File: src/source/uart_rx_pkg.sv
package uart_rx_pkg;

	// Serial timing, counted in baud_rx_clock cycles
	localparam int CLOCKS_PER_BIT = 64;
	localparam int HALF_BIT       = 32;
	localparam int CNT_W          = $clog2(CLOCKS_PER_BIT);

	// Receive FIFO geometry
	localparam int FIFO_DEPTH  = 16;
	localparam int FIFO_ADDR_W = 4;

	// APB register map, byte addresses
	localparam logic [3:0] ADDR_STATUS = 4'h0;
	localparam logic [3:0] ADDR_CTRL   = 4'h4;
	localparam logic [3:0] ADDR_DATA0  = 4'h8;
	localparam logic [3:0] ADDR_DATA1  = 4'hC;

	// One received character plus its stop-bit status
	typedef struct packed {
		logic [7:0] data;
		logic       framing_err;
	} rx_frame_t;

	// Master to slave
	typedef struct packed {
		logic        psel;
		logic        penable;
		logic        pwrite;
		logic [3:0]  paddr;
		logic [31:0] pwdata;
	} apb_req_t;

	// Slave to master
	typedef struct packed {
		logic [31:0] prdata;
		logic        pready;
		logic        pslverr;
	} apb_rsp_t;

endpackage

File: src/source/apb_rx_regs.sv
`timescale 1ns/1ps

module apb_rx_regs
	import uart_rx_pkg::*;
(
	input  logic      baud_rx_clock,
	input  logic      i_rst,
	input  apb_req_t  i_apb,
	output apb_rsp_t  o_apb,
	input  logic      i_empty0,
	input  logic      i_empty1,
	input  rx_frame_t i_head0,
	input  rx_frame_t i_head1,
	input  logic      i_dropped0,
	input  logic      i_dropped1,
	output logic      o_pop0,
	output logic      o_pop1,
	output logic      o_enable0,
	output logic      o_enable1
);

	logic access;
	logic rd_en;
	logic wr_en;

	logic [1:0] ctrl_q;
	logic [1:0] ovf_q;
	logic [1:0] ovf_clr;

	logic [31:0] status_word;
	logic [31:0] data0_word;
	logic [31:0] data1_word;
	logic [31:0] rdata;
	logic slverr;

	assign access = i_apb.psel & i_apb.penable;
	assign rd_en  = access & ~i_apb.pwrite;
	assign wr_en  = access & i_apb.pwrite;

	assign status_word = {22'b0, ovf_q, 6'b0, ~i_empty1, ~i_empty0};

	// Bit 31 marks a valid frame
	assign data0_word = {1'b1, 22'b0, i_head0.framing_err, i_head0.data};
	assign data1_word = {1'b1, 22'b0, i_head1.framing_err, i_head1.data};

	always_comb begin
		rdata  = 32'b0;
		slverr = 1'b0;
		case (i_apb.paddr)
			ADDR_STATUS: begin
				rdata = status_word;
			end
			ADDR_CTRL: begin
				rdata = {30'b0, ctrl_q};
			end
			ADDR_DATA0: begin
				if (i_empty0) begin
					slverr = ~i_apb.pwrite;
				end else begin
					rdata = data0_word;
				end
			end
			ADDR_DATA1: begin
				if (i_empty1) begin
					slverr = ~i_apb.pwrite;
				end else begin
					rdata = data1_word;
				end
			end
			default: begin
				slverr = 1'b1;
			end
		endcase
	end

	// Zero wait states
	assign o_apb.pready  = 1'b1;
	assign o_apb.prdata  = rd_en ? rdata : 32'b0;
	assign o_apb.pslverr = access & slverr;

	// Pop only when the read actually hands out a frame
	assign o_pop0 = rd_en & (i_apb.paddr == ADDR_DATA0) & ~i_empty0;
	assign o_pop1 = rd_en & (i_apb.paddr == ADDR_DATA1) & ~i_empty1;

	assign ovf_clr = (wr_en && i_apb.paddr == ADDR_STATUS) ? i_apb.pwdata[9:8] : 2'b00;

	always_ff @(posedge baud_rx_clock) begin
		if (i_rst) begin
			ctrl_q <= 2'b11;
			ovf_q  <= 2'b00;
		end else begin
			if (wr_en && i_apb.paddr == ADDR_CTRL) begin
				ctrl_q <= i_apb.pwdata[1:0];
			end
			// A new drop beats a clear in the same cycle
			ovf_q <= (ovf_q & ~ovf_clr) | {i_dropped1, i_dropped0};
		end
	end

	assign o_enable0 = ctrl_q[0];
	assign o_enable1 = ctrl_q[1];

endmodule

File: src/source/dual_uart_rx.sv
`timescale 1ns/1ps

module dual_uart_rx
	import uart_rx_pkg::*;
(
	input  logic     baud_rx_clock,
	input  logic     i_rst,
	input  logic     i_rx0,
	input  logic     i_rx1,
	input  apb_req_t i_apb,
	output apb_rsp_t o_apb
);

	logic enable0;
	logic enable1;
	logic push0;
	logic push1;
	rx_frame_t frame0;
	rx_frame_t frame1;
	rx_frame_t head0;
	rx_frame_t head1;
	logic empty0;
	logic empty1;
	logic dropped0;
	logic dropped1;
	logic pop0;
	logic pop1;

	// Channel 0
	rx_frame_decoder u_dec0 (
		.baud_rx_clock (baud_rx_clock),
		.i_rst         (i_rst),
		.i_enable      (enable0),
		.i_rx          (i_rx0),
		.o_push        (push0),
		.o_frame       (frame0)
	);

	rx_fifo u_fifo0 (
		.baud_rx_clock (baud_rx_clock),
		.i_rst         (i_rst),
		.i_push        (push0),
		.i_frame       (frame0),
		.i_pop         (pop0),
		.o_head        (head0),
		.o_empty       (empty0),
		.o_dropped     (dropped0)
	);

	// Channel 1
	rx_frame_decoder u_dec1 (
		.baud_rx_clock (baud_rx_clock),
		.i_rst         (i_rst),
		.i_enable      (enable1),
		.i_rx          (i_rx1),
		.o_push        (push1),
		.o_frame       (frame1)
	);

	rx_fifo u_fifo1 (
		.baud_rx_clock (baud_rx_clock),
		.i_rst         (i_rst),
		.i_push        (push1),
		.i_frame       (frame1),
		.i_pop         (pop1),
		.o_head        (head1),
		.o_empty       (empty1),
		.o_dropped     (dropped1)
	);

	apb_rx_regs u_regs (
		.baud_rx_clock (baud_rx_clock),
		.i_rst         (i_rst),
		.i_apb         (i_apb),
		.o_apb         (o_apb),
		.i_empty0      (empty0),
		.i_empty1      (empty1),
		.i_head0       (head0),
		.i_head1       (head1),
		.i_dropped0    (dropped0),
		.i_dropped1    (dropped1),
		.o_pop0        (pop0),
		.o_pop1        (pop1),
		.o_enable0     (enable0),
		.o_enable1     (enable1)
	);

endmodule

File: src/source/rx_fifo.sv
`timescale 1ns/1ps

module rx_fifo
	import uart_rx_pkg::*;
(
	input  logic      baud_rx_clock,
	input  logic      i_rst,
	input  logic      i_push,
	input  rx_frame_t i_frame,
	input  logic      i_pop,
	output rx_frame_t o_head,
	output logic      o_empty,
	output logic      o_dropped
);

	rx_frame_t mem [FIFO_DEPTH];

	logic [FIFO_ADDR_W-1:0] wr_ptr;
	logic [FIFO_ADDR_W-1:0] rd_ptr;
	logic [FIFO_ADDR_W:0] count;
	logic full;
	logic do_push;
	logic do_pop;

	assign full    = (count == (FIFO_ADDR_W + 1)'(FIFO_DEPTH));
	assign o_empty = (count == '0);
	assign do_push = i_push & ~full;
	assign do_pop  = i_pop & ~o_empty;

	// A push into a full FIFO is lost, flagged in the same cycle
	assign o_dropped = i_push & full;

	// Show-ahead head
	assign o_head = mem[rd_ptr];

	always_ff @(posedge baud_rx_clock) begin
		if (i_rst) begin
			wr_ptr <= '0;
			rd_ptr <= '0;
			count  <= '0;
		end else begin
			if (do_push) begin
				wr_ptr <= wr_ptr + 1'b1;
			end
			if (do_pop) begin
				rd_ptr <= rd_ptr + 1'b1;
			end
			case ({do_push, do_pop})
				2'b10: count <= count + 1'b1;
				2'b01: count <= count - 1'b1;
				default: count <= count;
			endcase
		end
	end

	always_ff @(posedge baud_rx_clock) begin
		if (do_push) begin
			mem[wr_ptr] <= i_frame;
		end
	end

endmodule

File: src/source/rx_frame_decoder.sv
`timescale 1ns/1ps

module rx_frame_decoder
	import uart_rx_pkg::*;
(
	input  logic      baud_rx_clock,
	input  logic      i_rst,
	input  logic      i_enable,
	input  logic      i_rx,
	output logic      o_push,
	output rx_frame_t o_frame
);

	typedef enum logic [2:0] {
		ST_IDLE,
		ST_START,
		ST_DATA,
		ST_STOP,
		ST_WAIT_HIGH
	} state_t;

	state_t state;

	logic [1:0] rx_sync;
	logic rx_line;
	logic rx_prev;
	logic start_edge;

	logic [CNT_W-1:0] clk_cnt;
	logic [2:0] bit_idx;
	logic [7:0] shift;
	logic sample_now;

	// Two-flop synchronizer, line idles high
	always_ff @(posedge baud_rx_clock) begin
		if (i_rst) begin
			rx_sync <= 2'b11;
			rx_prev <= 1'b1;
		end else begin
			rx_sync <= {rx_sync[0], i_rx};
			rx_prev <= rx_sync[1];
		end
	end

	assign rx_line = rx_sync[1];
	assign start_edge = rx_prev & ~rx_line;

	// Start bit is checked half a bit after the edge, every later bit a full period on
	always_comb begin
		if (state == ST_START) begin
			sample_now = (clk_cnt == CNT_W'(HALF_BIT - 1));
		end else begin
			sample_now = (clk_cnt == CNT_W'(CLOCKS_PER_BIT - 1));
		end
	end

	always_ff @(posedge baud_rx_clock) begin
		if (i_rst) begin
			state   <= ST_IDLE;
			clk_cnt <= '0;
			bit_idx <= '0;
			o_push  <= 1'b0;
		end else begin
			o_push <= 1'b0;
			if (!i_enable) begin
				state   <= ST_IDLE;
				clk_cnt <= '0;
			end else begin
				case (state)
					ST_IDLE: begin
						if (start_edge) begin
							state   <= ST_START;
							clk_cnt <= '0;
						end
					end
					ST_START: begin
						if (sample_now) begin
							clk_cnt <= '0;
							bit_idx <= '0;
							// Line back high at mid start bit means a glitch
							if (rx_line) begin
								state <= ST_IDLE;
							end else begin
								state <= ST_DATA;
							end
						end else begin
							clk_cnt <= clk_cnt + 1'b1;
						end
					end
					ST_DATA: begin
						if (sample_now) begin
							clk_cnt <= '0;
							if (bit_idx == 3'd7) begin
								state <= ST_STOP;
							end else begin
								bit_idx <= bit_idx + 1'b1;
							end
						end else begin
							clk_cnt <= clk_cnt + 1'b1;
						end
					end
					ST_STOP: begin
						if (sample_now) begin
							clk_cnt <= '0;
							o_push  <= 1'b1;
							if (rx_line) begin
								state <= ST_IDLE;
							end else begin
								state <= ST_WAIT_HIGH;
							end
						end else begin
							clk_cnt <= clk_cnt + 1'b1;
						end
					end
					ST_WAIT_HIGH: begin
						// Hold off until the line is released after a bad stop bit
						if (rx_line) begin
							state <= ST_IDLE;
						end
					end
					default: begin
						state <= ST_IDLE;
					end
				endcase
			end
		end
	end

	// Data path, LSB arrives first
	always_ff @(posedge baud_rx_clock) begin
		if (state == ST_DATA && sample_now) begin
			shift <= {rx_line, shift[7:1]};
		end
		if (state == ST_STOP && sample_now) begin
			o_frame.data        <= shift;
			o_frame.framing_err <= ~rx_line;
		end
	end

endmodule

File: config.mk
export PLATFORM = sky130hd
export DESIGN_NAME = dual_uart_rx
export DESIGN_NICKNAME = d
export VERILOG_FILES = /design/src/source/uart_rx_pkg.sv /design/src/source/apb_rx_regs.sv /design/src/source/dual_uart_rx.sv /design/src/source/rx_fifo.sv /design/src/source/rx_frame_decoder.sv
export SDC_FILE = /design/constraint.sdc
export NUM_CORES = 1
export LEC_CHECK = 0
export BUFFER_PORTS_ARGS = -buffer_cell sky130_fd_sc_hd__buf_2
export CORE_ASPECT_RATIO = 1.4
export CORE_MARGIN = 3
export CORE_UTILIZATION = 63
export CTS_BUF_LIST = sky130_fd_sc_hd__clkbuf_16
export DETAILED_ROUTE_END_ITERATION = 8
export PLACE_DENSITY = 0.86
export SYNTH_ARGS = -nofsm -noshare
export SYNTH_HDL_FRONTEND = slang
export SYNTH_SLANG_ARGS = --single-unit
File: constraint.sdc
create_clock -name baud_rx_clock -period 6.82 [get_ports baud_rx_clock]
set_clock_uncertainty 0.2 [all_clocks]
set_input_delay 0.682 -clock baud_rx_clock [delete_from_list [all_inputs] [get_ports baud_rx_clock]]
set_output_delay 0.682 -clock baud_rx_clock [all_outputs]
set_load 0.005 [all_outputs]
==> summary.txt <==
FLOORPLAN
--------------------------------------------------------------------------------------
Total die area                                                            0.0273 sq mm
Die extent in y                                                                 194 um
Starting Density                                                                 0.643
Core region area                                                          0.0248 sq mm
Number of I/O pins                                                                  77
Width of the chip                                                               141 um
Number of standard-cell rows in the floorplan                                       68

CLOCKING
--------------------------------------------------------------------------------------
H-tree depth                                                                         2
Worst-Skew Late Latency                                                         520 ps
Clock tree root driver cell                                               sky130_fd_sc_hd__clkbuf_16
Num CTS Buffers                                                                     35
Number of clock sinks                                                              392
Largest buffer count on any clock path                                               3
Post-CTS repair timing setup buffer count                                            0
Number of cells upsized or downsized after cts                                       0
TritonCTS clock tree                                                               yes
Cts-stage hold buffer count                                                          0
Clock slew at reported path FFs                                                  60 ps

FINAL LAYOUT
--------------------------------------------------------------------------------------
Number of nets in the finished design                                             1050
Antenna cell count                                                                   0
Final design area excluding fillers                                       0.0174 sq mm
Most frequent standard cell in the layout excluding fill and tap cells    sky130_fd_sc_hd__edfxtp_1
Layout cells sized above 1                                                       0.193
Most used cells in the layout excluding fill and tap cells                322 x sky130_fd_sc_hd__edfxtp_1, 100 x sky130_fd_sc_hd__nor2_1, 83 x sky130_fd_sc_hd__mux4_2, 68 x sky130_fd_sc_hd__dfxtp_1, 37 x sky130_fd_sc_hd__clkbuf_16
Relative area change from synthesis to final layout                              8.84%

PLACEMENT
--------------------------------------------------------------------------------------
Dpl ws                                                                         2820 ps
Cell area after placement                                                 0.0162 sq mm
Global placement routability congestion                                          0.796
Post-detail-place hpwl                                                        19600 um
Input/output buffers                                                                26

TIMING
--------------------------------------------------------------------------------------
Peak Freq                                                                      239 MHz
Worst slew margin relative to its limit                                          0.195
Part of the cycle the worst path needs                                           0.615
Final Critical Period                                                          4190 ps
Final max-slew violation count                                                       0
Final Hold Fails                                                                     0
Transition at the pin with the smallest max-transition slack                   1200 ps
Setup repair after global routing missed its margin                                 no
Setup_tns                                                                         0 ps
Worst setup slack after layout                                                 2630 ps
Final setup vio count                                                                0

WORST SETUP PATH
--------------------------------------------------------------------------------------
Arr. time, crit path                                                           3310 ps
Family with the most delay on the worst path                              compound AO/OA/AOI/OAI gates
Crit path launch type                                                         register
Chain of cells forming the critical path                                  buf_4 > mux4_2 > nor2b_1 > a211oi_1 > a21oi_1 > a22oi_1 > nor2_1 > buf_2
Critical path peak fanout                                                           36
Library cell contributing the largest single delay on the critical path   sky130_fd_sc_hd__a211oi_1
Number of buffer and inverter instances along the worst setup path                   2
Reg2reg end                                                               u_fifo0.count[4]
Worst-case register-to-register setup slack                                    2910 ps
Stage delay of the slowest cell on the critical path                            630 ps
Beginning of the worst register-to-register path                          u_fifo0.count[2]
Critical path class                                                       register to primary output
Data required time at the worst endpoint                                       5940 ps
Count of cells along the worst register-to-register path                            12
Critical Path End Type                                                    primary output

ROUTING
--------------------------------------------------------------------------------------
Vias per inst                                                                     6.30
WL/cell                                                                        23.6 um
Overall via count from detail_route                                               8348
Drc violations                                                                       0
Remaining antenna violation count after routing                                      0
Pre-Repair DR Iteration Count                                                        5
Number of DRC markers in iteration 0                                               612
Aggregate routed wire length                                                  31300 um

LOGIC SYNTHESIS
--------------------------------------------------------------------------------------
Adder-cell share of the synthesized area                                        0.0172
Largest cells by area after synthesis                                     sky130_fd_sc_hd__edfxtp_1 60%, sky130_fd_sc_hd__mux4_2 12%, sky130_fd_sc_hd__dfxtp_1 8.8%
Count of flip-flops with a built-in enable after synthesis                         322
Share of flip-flops with an asynchronous set or reset                                0
Register area share after synthesis                                              0.692
Top cell type's share of synthesized area                                        0.605
Multiplexer share of the synthesized area                                        0.127
Flop and latch count out of synthesis                                              392
Distinct cells, synth                                                               68
Average cell area after synthesis                                           16.5 sq um
Most common flop cell mapped by yosys                                     sky130_fd_sc_hd__edfxtp_1
Post-synth top area cell                                                  sky130_fd_sc_hd__edfxtp_1
Post-Syn Area                                                             0.0160 sq mm
Cell count after synthesis                                                         970
Combinational family with the most area after synthesis                   multiplexers
Synthesized-area fraction occupied by ao, oa, aoi and oai cells                 0.0427
Simple-Gate Fraction of Synth Area                                              0.0722
YS warnings                                                                          0
Share of the synthesized netlist area taken by xor and xnor gates               0.0170

GLOBAL ROUTING
--------------------------------------------------------------------------------------
Pin count of the biggest net entering global routing                                51
Number of antenna violations at the first check in global routing                    0
Aggregate global routing overflow                                                    0
GR Util All Layers                                                               0.234
Number of global-route vias before repair                                         8452
First-pass GRT wire length                                                    48900 um

WORST HOLD PATH
--------------------------------------------------------------------------------------
Terminating pin of the worst hold path                                    u_dec1.rx_sync[0]
Kind of path behind the tightest hold check                               input pin to register
Hold Crit Start                                                                  i_rx1
Hold Path Depth                                                                      2

JOB
--------------------------------------------------------------------------------------
Number of max-cap violations                                                         0

RUN STATUS
--------------------------------------------------------------------------------------
Run status                                                                finished clean

POWER AND IR DROP
--------------------------------------------------------------------------------------
Largest vdd supply drop                                                       0.274 mV
Power density over the cells                                               267 mW/mm^2
Leakage power summed over all cells                                            5.68 nW

[power breakdown]
group	internal [mW]	switching, mW	total, mW
clock network	1.14	0.837	1.97
registers	2.56	0.0172	2.58
logic	0.0368	0.0544	0.0912
[per-stage QoR]
step | util | power, mW | hold WS, ps | cells
3_5_place_dp | 0.654 | 2.72 | 198 | 1263
5_1_grt | 0.700 | 4.78 | 144 | 1326
6_report | 0.700 | 4.64 | 156 | 1326
2_1_floorplan | - | 2.71 | 189 | 990
4_1_cts | 0.700 | 4.68 | 135 | 1326
3_3_place_gp | 0.654 | 2.72 | 192 | 1263
[metal layers]
metal | global-route usage | share of wire | up-vias
met3 | 0.0342 | 0.043 | 85
met4 | 0.0959 | 0.039 | 0
met5 | 0 | 0 | -
met2 | 0.422 | 0.56 | 295
li1 | - | - | 3718
met1 | 0.281 | 0.36 | 4250
[cell families (layout without fill, tap and decap cells)]
logic type | after synthesis | in the layout
other | 2 | 22
XOR/XNOR | 31 | 31
buffers and inverters | 93 | 114
adder cells (fa/ha/maj) | 22 | 22
flip-flops | 392 | 392
AO/OA/AOI/OAI | 97 | 97
multiplexers | 99 | 99
AND/OR/NAND/NOR | 234 | 234
[state kept, by name, summed over array words and instances, names as in the netlist, 4 cells and up, named ones only]
name            cells
u_fifo0.mem       144
u_fifo1.mem       144
u_dec0.o_frame      9
u_dec1.o_frame      9
u_dec0.shift        8
u_dec1.shift        8
u_dec0.clk_cnt      6
u_dec1.clk_cnt      6
u_fifo0.count       5
u_fifo1.count       5
u_fifo0.rd_ptr      4
u_fifo0.wr_ptr      4
u_fifo1.rd_ptr      4
u_fifo1.wr_ptr      4
[cell type report]
cell class	instances	area (sq um)
clock buffer	37	926
timing repair buffer	33	183
clock inverter	26	228
inverter	18	67.6
tap	315	394
multi-input combinational	505	4530
sequential	392	11100
fill	1494	7440
[worst max path at each step]
stage | slack, ps | to | cells after the start | startpoint
after detailed placement | 2820 | u_fifo0.count[4] | 13 | i_apb[33]
after global routing | 2390 | o_apb[9] | 8 | register
final | 2630 | o_apb[9] | 8 | register
after global placement | 2860 | u_fifo0.count[4] | 13 | i_apb[33]
after floorplan | 3320 | u_fifo0.count[4] | 15 | u_fifo0.count[1]
after CTS | 2470 | o_apb[9] | 8 | register
[cell usage after synthesis (3+ instances only)]
cell type / count
sky130_fd_sc_hd__a211oi_1: 7
sky130_fd_sc_hd__a21oi_1: 33
sky130_fd_sc_hd__a22oi_1: 10
sky130_fd_sc_hd__a32oi_1: 3
sky130_fd_sc_hd__and3_1: 6
sky130_fd_sc_hd__buf_1: 5
sky130_fd_sc_hd__buf_2: 6
sky130_fd_sc_hd__buf_4: 26
sky130_fd_sc_hd__buf_6: 5
sky130_fd_sc_hd__clkbuf_1: 32
sky130_fd_sc_hd__dfxtp_1: 70
sky130_fd_sc_hd__edfxtp_1: 322
sky130_fd_sc_hd__ha_1: 22
sky130_fd_sc_hd__inv_1: 18
sky130_fd_sc_hd__mux2i_1: 15
sky130_fd_sc_hd__mux4_2: 83
sky130_fd_sc_hd__nand2_1: 34
sky130_fd_sc_hd__nand2b_1: 21
sky130_fd_sc_hd__nand3_1: 5
sky130_fd_sc_hd__nand4_1: 13
sky130_fd_sc_hd__nor2_1: 100
sky130_fd_sc_hd__nor2b_1: 10
sky130_fd_sc_hd__nor3_1: 17
sky130_fd_sc_hd__nor4_1: 3
sky130_fd_sc_hd__o211ai_1: 3
sky130_fd_sc_hd__o21ai_0: 9
sky130_fd_sc_hd__o21bai_1: 6
sky130_fd_sc_hd__or2_2: 7
sky130_fd_sc_hd__or3_1: 3
sky130_fd_sc_hd__xnor2_1: 10
sky130_fd_sc_hd__xor2_1: 21
(Power assumes the default switching activity.)
